**src/mem_pkg.sv**
```systemverilog
package mem_pkg;

    // Data and address width
    localparam int XLEN = 32;

    // Destination register index width
    localparam int RD_W = 5;

    // Address top bits that select the IO bus
    localparam int IO_TAG_W = 24;
    localparam logic [IO_TAG_W-1:0] IO_MEM_SPACE = 24'h000000;

    // Address bits 3:2 pick one of the io_regs registers
    localparam int IO_REG_SEL_W = 2;

    // Number of byte lanes in a word
    localparam int LANES = XLEN / 8;

    // Access size and extension of a load or store
    typedef enum logic [2:0] {
        MEM_BYTE  = 3'd0, // SB, LB
        MEM_HALF  = 3'd1, // SH, LH
        MEM_WORD  = 3'd2, // SW, LW
        MEM_UBYTE = 3'd3, // LBU only
        MEM_UHALF = 3'd4  // LHU only
    } mem_mask_t;

endpackage

```
**src/wb_stage.sv**
```systemverilog
`timescale 1ns/100ps

module wb_stage import mem_pkg::*; (
    input  logic            clk,
    input  logic            rst_n_i,
    input  logic            accept_i,
    input  logic            mem_read_i,
    input  mem_mask_t       mem_type_i,
    input  logic [1:0]      addr_lo_i,
    input  logic [XLEN-1:0] read_data_i,
    input  logic [XLEN-1:0] reg_data_i,
    input  logic [RD_W-1:0] rd_i,
    output logic            wb_valid_o,
    output logic [RD_W-1:0] wb_rd_o,
    output logic [XLEN-1:0] wb_data_o
);

    logic            valid_q;
    logic            mem_read_q;
    mem_mask_t       mem_type_q;
    logic [1:0]      addr_lo_q;
    logic [XLEN-1:0] read_data_q;
    logic [XLEN-1:0] reg_data_q;
    logic [RD_W-1:0] rd_q;
    logic [7:0]      ld_byte;
    logic [15:0]     ld_half;
    logic [XLEN-1:0] load_val;

    always_ff @(posedge clk) begin
        if (!rst_n_i) begin
            valid_q <= 1'b0;
        end else begin
            valid_q <= accept_i;
        end
    end

    // MEM/WB payload
    always_ff @(posedge clk) begin
        if (accept_i) begin
            mem_read_q  <= mem_read_i;
            mem_type_q  <= mem_type_i;
            addr_lo_q   <= addr_lo_i;
            read_data_q <= read_data_i;
            reg_data_q  <= reg_data_i;
            rd_q        <= rd_i;
        end
    end

    assign ld_byte = read_data_q[{addr_lo_q, 3'b000} +: 8];
    assign ld_half = addr_lo_q[1] ? read_data_q[31:16] : read_data_q[15:0];

    // Load alignment and extension
    always_comb begin
        unique case (mem_type_q)
            MEM_BYTE:  load_val = {{(XLEN-8){ld_byte[7]}}, ld_byte};
            MEM_UBYTE: load_val = {{(XLEN-8){1'b0}}, ld_byte};
            MEM_HALF:  load_val = {{(XLEN-16){ld_half[15]}}, ld_half};
            MEM_UHALF: load_val = {{(XLEN-16){1'b0}}, ld_half};
            default:   load_val = read_data_q;
        endcase
    end

    assign wb_valid_o = valid_q;
    assign wb_rd_o    = rd_q;
    assign wb_data_o  = mem_read_q ? load_val : reg_data_q;

    a_valid_known: assert property (@(posedge clk) disable iff (!rst_n_i)
        !$isunknown(wb_valid_o));

endmodule
```
**config.mk**
```make
export PLATFORM = sky130hd
export DESIGN_NAME = wb_stage
export DESIGN_NICKNAME = d
export VERILOG_FILES = /design/src/mem_pkg.sv /design/src/wb_stage.sv
export SDC_FILE = /design/constraint.sdc
export NUM_CORES = 1
export LEC_CHECK = 0
export CAP_MARGIN = 20
export CORE_MARGIN = 1.5
export CORE_UTILIZATION = 44
export DETAILED_ROUTE_END_ITERATION = 16
export DONT_BUFFER_PORTS = 1
export PLACE_DENSITY_LB_ADDON = 0.25
export SLEW_MARGIN = 40
export SYNTH_ARGS = -nofsm -noshare
export SYNTH_HDL_FRONTEND = slang
export SYNTH_SLANG_ARGS = --single-unit
```
**constraint.sdc**
```tcl
create_clock -name clk -period 2.7 [get_ports clk]
set_input_delay 0.405 -clock clk [delete_from_list [all_inputs] [get_ports clk]]
set_output_delay 0.405 -clock clk [all_outputs]
set_load 0.03 [all_outputs]
```
### After elaboration in Yosys (flattened, before gate mapping)

Cells that the tools add are included.

* muxes and demuxes: 3
* reductions and logical operators: 1
* equality and inequality tests: 3
* shifts and indexed selects: 1

Operators by type and width (count)
* $pmux 32 s4: 1
* $mux 32: 1
* $shiftx 32x6->8: 1
* $mux 16: 1
* $eq 3x1->1 const B: 1
* $eq 3x2->1 const B: 1
* $eq 3x3->1 const B: 1
* $logic_not 3->1: 1

* flip-flop bits (word level): 76
* output and inout bits: 38
* word-level logic and storage cells: 15

### Depth between registers and ports, before layout

* depth in word-level cells: 3
* mapped depth: 6
* gate-level depth less buffers: 4

### Worst setup path before layout

OpenSTA, ideal clock, no wires.

* kind: flip-flop to output port
* start: reg mem_read_q
* end: out wb_data_o[10]
* path slack: 0.325 ns
* stages on the path, launching flop included: 7
* data required time: 2.295 ns
* arrival time: 1.970 ns
* path buffers: 2
* path through: edfxtp_1 > clkbuf_1 > inv_1 > clkbuf_1 > a211o_1 > a21oi_1 > a211oi_1

* word-level cells in the longest chain between the ends: 1

RTL lines
* start, declared: RTL line wb_stage.sv:19 `logic mem_read_q;`
* start signal, assigned: RTL line wb_stage.sv:40 `mem_read_q <= mem_read_i;`
* $mux 32: RTL line wb_stage.sv:65 `assign wb_data_o = mem_read_q ? load_val : reg_data_q;`
* end, declared: RTL line wb_stage.sv:15 `output logic [XLEN-1:0] wb_data_o`

No other way between the ends.

### Worst setup path after layout

* start: reg read_data_q[23]
* end: out wb_data_o[31]

* word-level cells in the longest chain between the ends: 3

RTL lines
* start, declared: RTL line wb_stage.sv:22 `logic [XLEN-1:0] read_data_q;`
* start signal, assigned: RTL line wb_stage.sv:43 `read_data_q <= read_data_i;`
* $shiftx 32x6->8: RTL line wb_stage.sv:49 `assign ld_byte = read_data_q[{addr_lo_q, 3'b000} +: 8];`
* $pmux 32 s4: RTL line wb_stage.sv:54 `unique case (mem_type_q)`
* $mux 32: RTL line wb_stage.sv:65

No other way between the ends.

==> flow_summary.rst <==
.. list-table::
   :header-rows: 1

   * - Metric
     - Value
   * - Run status
     - finished clean
   * - Share of cells above drive strength 1
     - 0.2474
   * - Count of endpoints failing setup in the final report
     - 0
   * - DP HPWL
     - 5.035 mm
   * - Yosys top cell area share
     - 0.6662
   * - HP Class
     - in2reg
   * - Slew Limit Fails
     - 0
   * - Shortest clock period the worst path allows after layout
     - 2585 ps
   * - Antenna violation net count after detailed routing
     - 0
   * - Largest vdd supply drop
     - between 0.3 and 0.4 mV
   * - Residual DRC
     - 0
   * - Starting DRT DRC Count
     - 126
   * - Sequential share of the synthesized area
     - 0.6721
   * - Number of buffer and inverter stages on the critical path
     - 2
   * - 1st-pass router iterations
     - 4
   * - Number of clock sinks
     - 76
   * - Placement Setup Slack
     - about 400 ps
   * - Pwr/cell area
     - 721.3 mW/mm²
   * - Synthesized Nets
     - 336
   * - Post-synthesis area per instance
     - between 10 and 15 µm²
   * - Clock slew at reported path FFs
     - 90 ps
   * - Classification of the worst setup path
     - reg2out
   * - Post-layout nets
     - 364
   * - Placed cell count
     - about 370
   * - Routed wire length per instance
     - between 15 and 20 µm
   * - Overall track demand over capacity in global routing
     - 0.1959
   * - Cell with the largest stage delay on the worst path
     - mux4_2
   * - Top cell type by total area after synthesis
     - edfxtp_1
   * - Library cell with the highest instance count after synthesis
     - edfxtp_1
   * - Number of max-cap violations
     - 0
   * - Slew @ Worst Pin
     - 393.2 ps
   * - GP Congestion
     - ~0.73
   * - Inserted Clock Buffers
     - 9
   * - Number of endpoints with negative hold slack in the final report
     - 0
   * - Critical Path Most Common Cell
     - buf_4
   * - CTS Hold Buffers Added
     - 0
   * - Antenna violations before repair
     - 0
   * - DIE AREA
     - 0.008218 mm²
   * - Setup crit start kind
     - register
   * - Placeable core region
     - 0.007331 mm²
   * - Crit-path max FO
     - 10
   * - Area of placed instances
     - 0.003681 mm²
   * - Headroom to the max-slew limit
     - 0.7380
   * - IO Port Bufs
     - 0
   * - Gr ovfl total
     - 0
   * - Cell at the root of the clock tree
     - clkbuf_8
   * - Via count of the first global-routing pass
     - 2,170
   * - Most instantiated flip-flop cell in the synthesis netlist
     - edfxtp_1
   * - Data required time of the critical path
     - around 2300 ps
   * - Fin cells
     - 390
   * - Max Root-Sink Buffers
     - 2
   * - Most frequent cells after synthesis
     - 75 x edfxtp_1, 40 x nor2_1, 20 x nand2_1, 16 x a21oi_1, 13 x clkbuf_1
   * - Kind of end point of the critical path
     - output pin
   * - Initial cell density of the core
     - 0.4612
   * - Number of stages on the worst hold path
     - 0
   * - Stages on the worst setup path
     - 6
   * - Layout area overhead
     - 14.69%
   * - DR vias
     - 2,139
   * - Std cell rows
     - 31
   * - Total negative slack for setup checks
     - 0 ps
   * - Cell area after technology mapping
     - 0.003381 mm²
   * - TritonCTS clock tree
     - done
   * - Fin crit share
     - 0.9576
   * - Boundary Pins
     - roughly 120
   * - Unique cell type count in the Yosys netlist
     - 38
   * - N_diodes
     - 0
   * - Leakage power of the design
     - 1.401 nW
   * - Smallest setup slack after layout
     - between 100 and 150 ps
   * - Maximum cell stage delay along the critical path
     - 520 ps
   * - FFs w/ async S/R, synth
     - 0
   * - Number of enable flip-flop cells after synthesis
     - 75
   * - Post-detailed-route via-to-cell ratio
     - 5.485
   * - Cell types with the largest area share after synthesis
     - edfxtp_1 67%, nor2_1 4.4%, mux2_2 2.7%
   * - Largest net degree at the start of global routing
     - a little under 80
   * - Width of the chip
     - approximately 90 µm
   * - Minimum hold slack
     - 144.2 ps
   * - Worst path top cell family by delay
     - multiplexers
   * - First-pass GRT wire length
     - 12.03 mm
   * - Number of standard cells after synthesis
     - 258
   * - Die Span Y
     - 90.66 µm
   * - Maximum clock frequency
     - 386.8 MHz
   * - Drt total wl
     - between 7 and 8 mm
   * - Yosys synthesis warning count
     - 0
   * - Layout Cell Area excl Fill
     - just under 0.004 mm²
   * - Cell breakdown of the critical path
     - mux4_2 -> or2_4 -> a21oi_4 -> buf_4 -> a21oi_1 -> buf_4
   * - Endpoint arrival time on the critical path
     - 2180 ps
   * - Register bit total from synthesis
     - 76
   * - Unrepaired setup endpoints after global routing
     - false
   * - H-Tree Depth
     - 3
-- kinds of logic (layout without fill, tap and decap cells) --
logic type	after synthesis	count (layout)	share of synthesized area
compound gates	68	68	0.1414
xor+xnor	1	1	0.002591
buf+inv	18	51	0.02479
flops	76	76	0.6721
mux	17	17	0.05700
simple gates	78	78	0.1021
-- metal layers --
layer	wire length (µm)	vias up	track usage	share of wire
met4	97	0	0.05820	0.013
met3	584	6	0.08670	0.077
li1	-	1023	-	-
met5	0	-	0	0
met1	3375	1026	0.2584	0.44
met2	3564	84	0.2914	0.47
-- report_power, final --
group,internal [mW],switching (mW),leakage (nW)
clock network,0.342,0.449,0.0795
logic,0.194,0.348,0.579
registers,1.40,0.0625,0.742
-- registers in the layout, indices dropped and copies added (netlist names) --
| name | flops |
|---|---|
| mem_type_q | 3 |
| reg_data_q | 32 |
| read_data_q | 32 |
| wb_rd_o | 5 |
| addr_lo_q | 2 |
| mem_read_q | 1 |
| wb_valid_o | 1 |
-- timing repair --
action | in CTS | in global routing
setup buffers | 0 | 2
endpoints found under the hold margin | 0 | 0
endpoints found under the setup margin | 0 | 15
gates resized for setup | 0 | 1
-- metrics by stage --
stage          power (mW)  utilization
2_1_floorplan       1.857            -
3_3_place_gp        2.021       0.5021
3_5_place_dp        2.029       0.5021
4_1_cts             2.824       0.5262
5_1_grt             2.923       0.5289
6_report            2.797       0.5289
-- layout make-up --
| type | instances | area [µm²] |
|---|---|---|
| fill | 624 | 3453 |
| tap | 99 | 123.9 |
| clock inverter | 6 | 48.80 |
| multi-input combinational | 164 | 1033 |
| clock buffer | 10 | 127.6 |
| inverter | 1 | 3.754 |
| timing repair buffer | 34 | 267.8 |
| sequential | 76 | 2272 |
-- layout by cell type, fill, tap and decap left out, types with 3 or more instances in the layout --
cell type | Yosys | final
nor2_1 | 40 | 40
nand2b_1 | 3 | 3
a31oi_1 | 6 | 6
a211oi_1 | 10 | 9
o21ai_1 | 6 | 6
nand2_1 | 20 | 20
clkinvlp_4 | 0 | 3
clkbuf_8 | 0 | 9
mux2i_1 | 8 | 7
a21oi_1 | 16 | 16
buf_4 | 0 | 33
edfxtp_1 | 75 | 75
o2bb2ai_1 | 5 | 5
a21oi_2 | 10 | 10
mux2_2 | 8 | 8
a21boi_0 | 6 | 6
and3_1 | 7 | 7
-- path summary, 6_finish.rpt --
path,to,startpoint,slack [ps]
max,wb_data_o[31],read_data_q[23],110
min,wb_rd_o[4],rd_i[4],140
Note: power is estimated with default switching activity, not from simulation.
