`src/mem_pkg.sv`:
```
package mem_pkg;

    // Data and address width
    localparam int XLEN = 32;

    // Destination register index width
    localparam int RD_W = 5;

    // Address top bits that select the IO bus
    localparam int IO_TAG_W = 24;
    localparam logic [IO_TAG_W-1:0] IO_MEM_SPACE = 24'h000000;

    // Address bits 3:2 pick one of the io_regs registers
    localparam int IO_REG_SEL_W = 2;

    // Number of byte lanes in a word
    localparam int LANES = XLEN / 8;

    // Access size and extension of a load or store
    typedef enum logic [2:0] {
        MEM_BYTE  = 3'd0, // SB, LB
        MEM_HALF  = 3'd1, // SH, LH
        MEM_WORD  = 3'd2, // SW, LW
        MEM_UBYTE = 3'd3, // LBU only
        MEM_UHALF = 3'd4  // LHU only
    } mem_mask_t;

endpackage

```
`src/io_regs.sv`:
```
`timescale 1ns/100ps

module io_regs import mem_pkg::*; #(
    parameter int IO_WAIT = 3
) (
    input  logic            clk,
    input  logic            rst_n_i,
    input  logic [XLEN-1:0] b_addr_i,
    input  logic [XLEN-1:0] b_wdata_i,
    input  logic            b_read_i,
    input  logic            b_write_i,
    output logic [XLEN-1:0] b_rdata_o,
    output logic            b_ack_o
);

    localparam int CNT_W = $clog2(IO_WAIT + 1);

    logic [XLEN-1:0]         regs [2**IO_REG_SEL_W];
    logic [IO_REG_SEL_W-1:0] sel;
    logic [CNT_W-1:0]        wait_cnt;
    logic                    req;
    logic                    ack_q;

    assign sel = b_addr_i[IO_REG_SEL_W+1:2];
    assign req = b_read_i | b_write_i;

    // Ack lands IO_WAIT cycles after the request starts
    always_ff @(posedge clk) begin
        if (!rst_n_i) begin
            wait_cnt <= '0;
            ack_q    <= 1'b0;
        end else begin
            ack_q    <= req && !ack_q && (wait_cnt == CNT_W'(IO_WAIT - 1));
            wait_cnt <= (!req || ack_q) ? '0 : wait_cnt + 1'b1;
        end
    end

    always_ff @(posedge clk) begin
        if (!rst_n_i) begin
            for (int i = 0; i < 2**IO_REG_SEL_W; i++) begin
                regs[i] <= '0;
            end
        end else if (ack_q && b_write_i) begin
            regs[sel] <= b_wdata_i; // Write on the ack cycle
        end
    end

    assign b_ack_o   = ack_q;
    assign b_rdata_o = regs[sel];

    // Master must still hold its request when the ack arrives
    a_ack_in_req: assert property (@(posedge clk) disable iff (!rst_n_i)
        b_ack_o |-> req);

endmodule

```
`config.mk`:
```
export PLATFORM = sky130hd
export DESIGN_NAME = io_regs
export DESIGN_NICKNAME = d
export VERILOG_FILES = /design/src/mem_pkg.sv /design/src/io_regs.sv
export SDC_FILE = /design/constraint.sdc
export NUM_CORES = 1
export LEC_CHECK = 0
export BUFFER_PORTS_ARGS = -buffer_cell sky130_fd_sc_hd__buf_2
export CORE_MARGIN = 3
export CORE_UTILIZATION = 50
export DETAILED_ROUTE_END_ITERATION = 10
export PLACE_DENSITY_LB_ADDON = 0.1
export SYNTH_ARGS = -nofsm -noshare
export SYNTH_HDL_FRONTEND = slang
export SYNTH_SLANG_ARGS = --single-unit
```
`constraint.sdc`:
```
create_clock -name clk -period 3.3 [get_ports clk]
set_clock_uncertainty 0.1 [all_clocks]
set_input_delay 0.165 -clock clk [delete_from_list [all_inputs] [get_ports clk]]
set_output_delay 0.165 -clock clk [all_outputs]
set_load 0.05 [all_outputs]
```
=== Yosys cells after proc, flatten, opt, wreduce, memory -nomap -nowiden ===
Memory sizes are Yosys's and may differ from the RTL's.
Cells that the tools add are included.

* Output and inout port bits: 33
* Logic and storage cells: 22
* Bits in writable memories: 128
* Register bits: 3
* Memories: 1

* Reductions and logical operators: 8
* Equal/unequal tests: 1
* Bitwise logic cells: 2
* Muxes and demuxes: 7
* Add/subtract/negate cells: 1

{| class="wikitable"
|+ Memories
! name !! words !! bits a word !! read ports !! clocked after Yosys merged registers in !! write ports !! RTL line !! source
|-
| regs || 4 || 32 || 1 || 0 || 4 || io_regs.sv:18 || <nowiki>logic [XLEN-1:0] regs [2**IO_REG_SEL_W];</nowiki>
|}

{| class="wikitable"
|+ Operators by type and width
! cell !! count
|-
| 2-to-1 mux 32 bit || 1
|-
| OR reduction 32 bit || 1
|-
| 2-to-1 mux 1 bit || 5
|-
| logical AND 1 bit || 3
|-
| adder 2 x 1 -> 2 bit (second input constant) || 1
|-
| == test 2 bit (second input constant) || 1
|-
| logical NOT 1 bit || 2
|-
| 2-to-1 mux 2 bit || 1
|-
| OR reduction 2 bit || 1
|-
| logical OR 1 bit || 1
|-
| NOT 1 bit || 1
|-
| OR 1 bit || 1
|}

=== Logic depth before layout (Yosys ltp) ===
Gate-level depths: netlist (run 1).

* Word-level depth: 6
* Gate-level depth with buffers: 5
* Mapped depth without buffers: 3

=== Worst setup path before layout (run 1) ===
OpenSTA, ideal clock, no wires.

* Kind: register to register
* Start: reg ack_q (netlist: b_ack_o)
* End: mem regs[0][0] (enable)
* Cell stages (with the launch flop): 4
* Setup slack: -531 ps
* Data arrival time: 3265 ps
* Required time: 2734 ps
* Path buffers: 1
* Clock period less this slack: 3831 ps
* Path through: dfxtp_1 buf_2 nand2_1 o21ai_0

{| class="wikitable"
|+ RTL lines
! item !! RTL line !! source
|-
| from (decl) || io_regs.sv:22 || <nowiki>logic ack_q;</nowiki>
|-
| from (signal assigned) || io_regs.sv:33 || <nowiki>ack_q <= req && !ack_q && (wait_cnt == CNT_W'(IO_WAIT - 1));</nowiki>
|-
| to (decl) || io_regs.sv:18 ||
|}

=== Worst setup path after layout (run 1) ===
* Start: in b_addr_i[2]
* End: out b_rdata_o[31]

* Cells in the longest elaborated chain, start to end: 1

{| class="wikitable"
|+ RTL lines
! item !! RTL line !! source
|-
| from (decl) || io_regs.sv:8 || <nowiki>input logic [XLEN-1:0] b_addr_i,</nowiki>
|-
| memory read (4 x 32 bit) || - ||
|-
| to (decl) || io_regs.sv:12 || <nowiki>output logic [XLEN-1:0] b_rdata_o,</nowiki>
|}

Every way passes these cells.

==> impl_metrics.tcl, run 1 <==
set metrics [dict create \
    post_synth.cell_area_avg_um2 15.24 \
    min_path_type "input port to register" \
    ys.flop_type "edfxtp_1" \
    die_area_um2 12590 \
    met3_usage 0.05121 \
    p_per_area_nw_per_um2 573.6 \
    path_class "input port to output pin" \
    critPathMaxFanout 24 \
    gp_congestion 0.7264 \
    clockBufferDepth 2 \
    worst_r2r_startpoint "b_ack_o$_SDFF_PN0_" \
    synth_mux_area_frac 0.1298 \
    synth-xor-area-share 0 \
    core_area_um2 10940 \
    vdd_drop_max_v 0.0002774 \
    end_kind "output pin" \
    p_leak_uw 0.002626 \
    grt_use_total 0.1961 \
    dieWidth_um 112.2 \
    synth-simple-area-share 0.1096 \
    num-nets-final 509 \
    n_antenna_cell 0 \
    maxCapViolCount 0 \
    use_met2 0.3222 \
    synth_compound_area_frac 0.003550 \
    min_from "b_read_i" \
    synth_top_family_by_area "multiplexers" \
    drive_gt1_frac 0.3056 \
    fmax_ghz 0.4372 \
    synth_top_area_cell "edfxtp_1" \
    synth_edf_count 128 \
    reg2reg_slack_ns 1.42 \
    insertion_delay_ns 0.40 \
    drt_iter0_markers 197 \
    start_util 0.5157 \
    synth_area_um2 5639 \
    ys_seq_elements 131 \
    cp.arrival_ns 2.02 \
    area_growth_pct 16.35 \
    slew_headroom 0.4685 \
    yosysTopAreaCellShare 0.6816 \
    dieHeight_um 112.2 \
    r2r_end "regs[1][31]$_SDFFCE_PN0P_" \
    wl_mm 11.65 \
    placed_area_um2 6108 \
    hold_viol_final 0 \
    tightest_slew_ns 0.7972 \
    num_rows 38 \
    cp.required_ns 3.03 \
    ant_nets 0 \
    start_kind "input port" \
    syn_nets 439 \
    htree_levels 4 \
    dpl.hpwl_mm 6.687 \
    gr-usage-met1 0.2535 \
    top_usage_layer "met2" \
    drc 0 \
    vias_per_cell 5.556 \
    rsz0062_at_grt "false" \
    cts-root-buf "clkbuf_16" \
    fin_area_um2 6561 \
    grt_pass1_vias 3433 \
    ys.warnings.count 0 \
    cts_setup_buffers 0 \
    async_flop_share 0 \
    fillerInstances 859 \
    grt_max_degree 37 \
    grt_pass1_wl_mm 18.29 \
    wire_per_inst_um 19.91 \
    synth_cells 370 \
    outcome "finished, final reports clean" \
    port_buffers 70 \
    synthAdderAreaFrac 0.002219 \
    yosys-top-cells-area "edfxtp_1 (68%), mux4_2 (12%), nor2_1 (6.5%)" \
    cts_resized 0 \
    yosysSeqAreaShare 0.6923 \
    crit_start "b_addr_i[2]" \
    hold_slack_ns 0.04694 \
    synth_most_common_cell "edfxtp_1" \
    clk_pin_slew_ns 0.05 \
    cts_sinks 131 \
    vias 3250 \
    cts_tree "done" \
    antenna_found_initial 0 \
    post-route-period-util 0.6930 \
    ctsHoldBuffers 0 \
    finalMaxSlewViolations 0 \
    whs_path_depth 3 \
    ios 101 \
    first_pass_iters 4 \
    gr-total-overflow 0 \
    yosys-top-cells-count "edfxtp_1 (128), nor2_1 (97), inv_1 (33)" \
    rr_worst_depth 3 \
    ys_types 20 \
    finalCriticalPeriod_ns 2.287 \
    holdPathEnd "wait_cnt[1]$_SDFF_PP0_" \
    cts_buffers 17 \
    setup_viol 0 \
]
-- layer usage --
metal / up-vias / share of wire
li1: 1503 / -
met1: 1619 / 0.39
met2: 115 / 0.52
met3: 13 / 0.078
met4: 0 / 0.011
met5: - / 0
-- state kept, by name, summed over array words and instances (netlist names) --
name      cells
wait_cnt      2
regs        128
b_ack_o       1
-- power breakdown --
group	switching [uW]	internal, uW
Clock	579	908
Sequential	14.6	1890
Combinational	266	111
Total	859	2900
-- metrics by stage --
step                std cells    util  setup TNS (ns)  total power, uW  worst slack (ns)
detailed placement        561  0.5586               0             2316            0.9463
global route              585  0.6000               0             3890            0.8339
floorplan                 370       -          -67.97             2211           -0.5310
CTS                       585  0.6000               0             3800            0.9463
finish                    585  0.6000               0             3764             1.013
global placement          561  0.5586               0             2310            0.9484
-- cell usage in the layout (no fill, tap or decap), drive strengths merged --
| master | n |
|---|---|
| clkbuf | 19 |
| nor2 | 97 |
| or2 | 1 |
| mux4 | 32 |
| edfxtp | 128 |
| inv | 33 |
| o21ai | 4 |
| buf | 83 |
| nand2 | 2 |
| nor4b | 2 |
| nand2b | 2 |
| ha | 1 |
| nor4bb | 1 |
| dfxtp | 3 |
| nand4 | 32 |
| clkinv | 5 |
-- final cells by class --
type,count,area (um2),share of cell area
Tap cell,140,175.2,0.02670
Inverter,33,123.9,0.01888
Timing Repair Buffer,83,473.0,0.07208
Clock buffer,19,432.9,0.06598
Multi-Input combinational cell,174,1433,0.2183
Sequential cell,131,3904,0.5950
Clock inverter,5,20.02,0.003051
-- worst max-delay path, stage by stage --
cell and delay [ns]:
buf_2 0.61, buf_4 0.41, mux4_1 0.59, buf_2 0.23
-- how the worst max path moves through the flow --
stage	to	slack, ns	depth (start not counted)
6_report	b_rdata_o[31]	1.01	4
5_1_grt	b_rdata_o[31]	0.83	4
4_1_cts	b_rdata_o[31]	0.95	4
3_5_place_dp	b_rdata_o[31]	0.95	4
3_3_place_gp	b_rdata_o[31]	0.95	4
2_1_floorplan	regs[0][0]$_SDFFCE_PN0P_	-0.53	3
-- cells by family after synthesis --
logic type                 after synthesis
buffers and inverters                   65
and+or+nand+nor                        137
AOI/OAI and AO/OA                        4
DFF                                    131
adders and majority gates                1
muxes                                   32
Note: power is estimated with default switching activity, not from simulation.
==> run 2, diff against run 1 <==
--- a/config.mk
+++ b/config.mk
@@ -5,6 +5,7 @@
 export SDC_FILE = /design/constraint.sdc
 export NUM_CORES = 1
 export LEC_CHECK = 0
+export ABC_AREA = 1
 export BUFFER_PORTS_ARGS = -buffer_cell sky130_fd_sc_hd__buf_2
 export CORE_MARGIN = 3
 export CORE_UTILIZATION = 50
==> constraint.sdc (replaced) <==
create_clock -name clk -period 1.9 [get_ports clk]
set_clock_uncertainty 0.1 [all_clocks]
set_input_delay 0.095 -clock clk [delete_from_list [all_inputs] [get_ports clk]]
set_output_delay 0.095 -clock clk [all_outputs]
set_load 0.05 [all_outputs]
==> run 2 against run 1 <==
Global-route usage up 1.7 points. Hold slack improved by 0.066 ns. Synthesized cell count increased by 54%. Largest cell class unchanged. Via count grew 30%.
==> impl_metrics.tcl, run 2 <==
set metrics [dict create \
    largest_register "regs" \
    setup_viol 0 \
    num_rows 38 \
    maxCapViolCount 0 \
    insertion_delay_ns 0.41 \
    synth_area_um2 5799 \
    vias 4217 \
    fin_area_um2 7308 \
    area_growth_pct 26.02 \
    htree_levels 4 \
    synth_top_area_cell "edfxtp_1" \
    p_total_uw 7366 \
    largest_reg_flops 128 \
    multiInputGateArea_um2 1567 \
    synth_cells 569 \
    vias_per_cell 5.069 \
    finalMaxSlewViolations 0 \
    ys_seq_elements 131 \
    rr_worst_depth 5 \
    wire_per_inst_um 15.76 \
    start_kind "register" \
    fin_ws_ns 0.2950 \
    p_per_area_nw_per_um2 1008 \
    gr-total-overflow 0 \
    first_pass_iters 5 \
    grt_pass1_wl_mm 21.20 \
    slew_headroom 0.7120 \
    clk_pin_slew_ns 0.06 \
    post_synth.cell_area_avg_um2 10.19 \
    async_flop_share 0 \
    core_area_um2 11080 \
    seq_area_um2 3905 \
    antenna_found_initial 0 \
    num-nets-final 748 \
    cts_tree "done" \
    yosysSeqAreaShare 0.6731 \
    cts_buffers 17 \
    drt_iter0_markers 383 \
    rsz0062_at_grt "false" \
    tightest_slew_ns 0.4321 \
    ys.flop_type "edfxtp_1" \
    dieHeight_um 113.7 \
    ys_types 17 \
    gp_congestion 0.7539 \
    cp.arrival_ns 1.62 \
    yosysTopAreaCellShare 0.6628 \
    place_ws_ns 0.2889 \
    final_cell_mix "nor2_1 (163), nand2_1 (130), edfxtp_1 (128), buf_2 (70)" \
    clockBufferDepth 2 \
    cts_sinks 131 \
    p_leak_uw 0.003201 \
    finalCriticalPeriod_ns 1.605 \
    cp.required_ns 1.91 \
    drc 0 \
    whs_path_depth 2 \
    syn_nets 638 \
    fmax_ghz 0.6231 \
    fillerInstances 895 \
    cts-root-buf "clkbuf_16" \
    wl_mm 13.11 \
    post-route-period-util 0.8447 \
    path_class "register to register" \
    synth_most_common_cell "nor2_1" \
    drive_gt1_frac 0.1893 \
    start_util 0.5235 \
    outcome "finished, final reports clean" \
    end_kind "register" \
    final_common_cell "nor2_1" \
    grt_use_total 0.2131 \
    grt_max_degree 50 \
    cts_setup_buffers 0 \
    yosys-top-cells-count "nor2_1 (163), nand2_1 (133), edfxtp_1 (128)" \
    fin_util 0.6597 \
    port_buffers 70 \
    synth_edf_count 128 \
    yosys-top-cells-area "edfxtp_1 (66%), nor2_1 (11%), nand2_1 (8.6%)" \
    placed_area_um2 6370 \
    min_path_type "input port to register" \
    ant_nets 0 \
    ys.warnings.count 0 \
    ios 101 \
    n_antenna_cell 0 \
    vdd_drop_max_v 0.0005562 \
    die_area_um2 12930 \
    fin_setup_tns_ns 0 \
    grt_pass1_vias 4264 \
    hold_viol_final 0 \
    dieWidth_um 113.7 \
    critPathMaxFanout 12 \
    dpl.hpwl_mm 7.353 \
]
run 2: changes by cell type after synthesis, moves of 5 or more:
cell	previous run	this run
mux4_2	29	0
buf_6	4	9
nand2_1	2	133
o21ai_0	4	34
nor2_1	97	163
nand4_1	32	0
o21ai_1	0	32
buf_2	19	11
run 2: critical path, cell delays in order, from the launching register on:
cell and delay, ns:
dfxtp_2 0.33, nand2_1 0.17, nor2_8 0.21, nand3_4 0.10, nand2_4 0.20, buf_4 0.20
run 2: worst paths after layout:
| check | from | slack, ns | to |
|---|---|---|---|
| setup / recovery | b_ack_o$_SDFF_PN0_ | 0.30 | regs[1][27]$_SDFFCE_PN0P_ |
| hold / removal | rst_n_i | 0.11 | regs[2][22]$_SDFFCE_PN0P_ |
| setup reg to reg | b_ack_o$_SDFF_PN0_ | 0.30 | regs[1][27]$_SDFFCE_PN0P_ |
| hold reg to reg | wait_cnt[0]$_SDFF_PP0_ | 0.31 | wait_cnt[0]$_SDFF_PP0_ |
run 2: metrics by stage:
stage               instances  hold slack [ns]
floorplan                 569           0.2039
global placement          766           0.2995
detailed placement        766           0.3059
CTS                       832          0.09999
global route              832           0.1083
finish                    832           0.1130
run 2: logic make-up (layout without fill, tap and decap cells):
kind of cell / after synthesis / count (layout) / share of synthesized area
AOI/OAI and AO/OA: 66 / 66 / 0.05696
and+or+nand+nor: 301 / 301 / 0.2052
buffers and inverters: 70 / 193 / 0.06257
adders and majority gates: 1 / 1 / 0.002157
DFF: 131 / 131 / 0.6731
run 2: cell type report:
| class | instances | area share |
|---|---|---|
| repair buffers | 123 | 0.1260 |
| clock inverters | 13 | 0.02260 |
| flip-flops and latches | 131 | 0.5343 |
| clock buffers | 19 | 0.05924 |
| multi-input cells | 368 | 0.2143 |
| well taps | 140 | 0.02397 |
| inverters | 38 | 0.01952 |
run 2: per-layer routing:
metal  global-route usage  part of all wire  vias to the layer above  wire length (um)
met5                    0                 0                        -                 0
met4              0.06891             0.011                        0               146
met3              0.04881             0.058                       16               764
met2               0.3553              0.50                      139              6555
met1               0.2778              0.43                     1986              5647
li1                     -                 -                     2076                 -
run 2: what timing repair did:
| item | 4_1_cts | 5_1_grt |
|---|---|---|
| hold buffers | 34 | 0 |
| resized for setup | 0 | 0 |
| hold endpoints to repair | 131 | 0 |
| setup endpoints to repair | 0 | 0 |
run 2: report_power, final:
group	total (uW)	switching [uW]	internal (uW)	leakage [uW]
clock	3330	1160	2170	0.000295
combinational	745	524	221	0.00156
sequential	3300	26.8	3270	0.00135
total	7370	1710	5660	0.00320
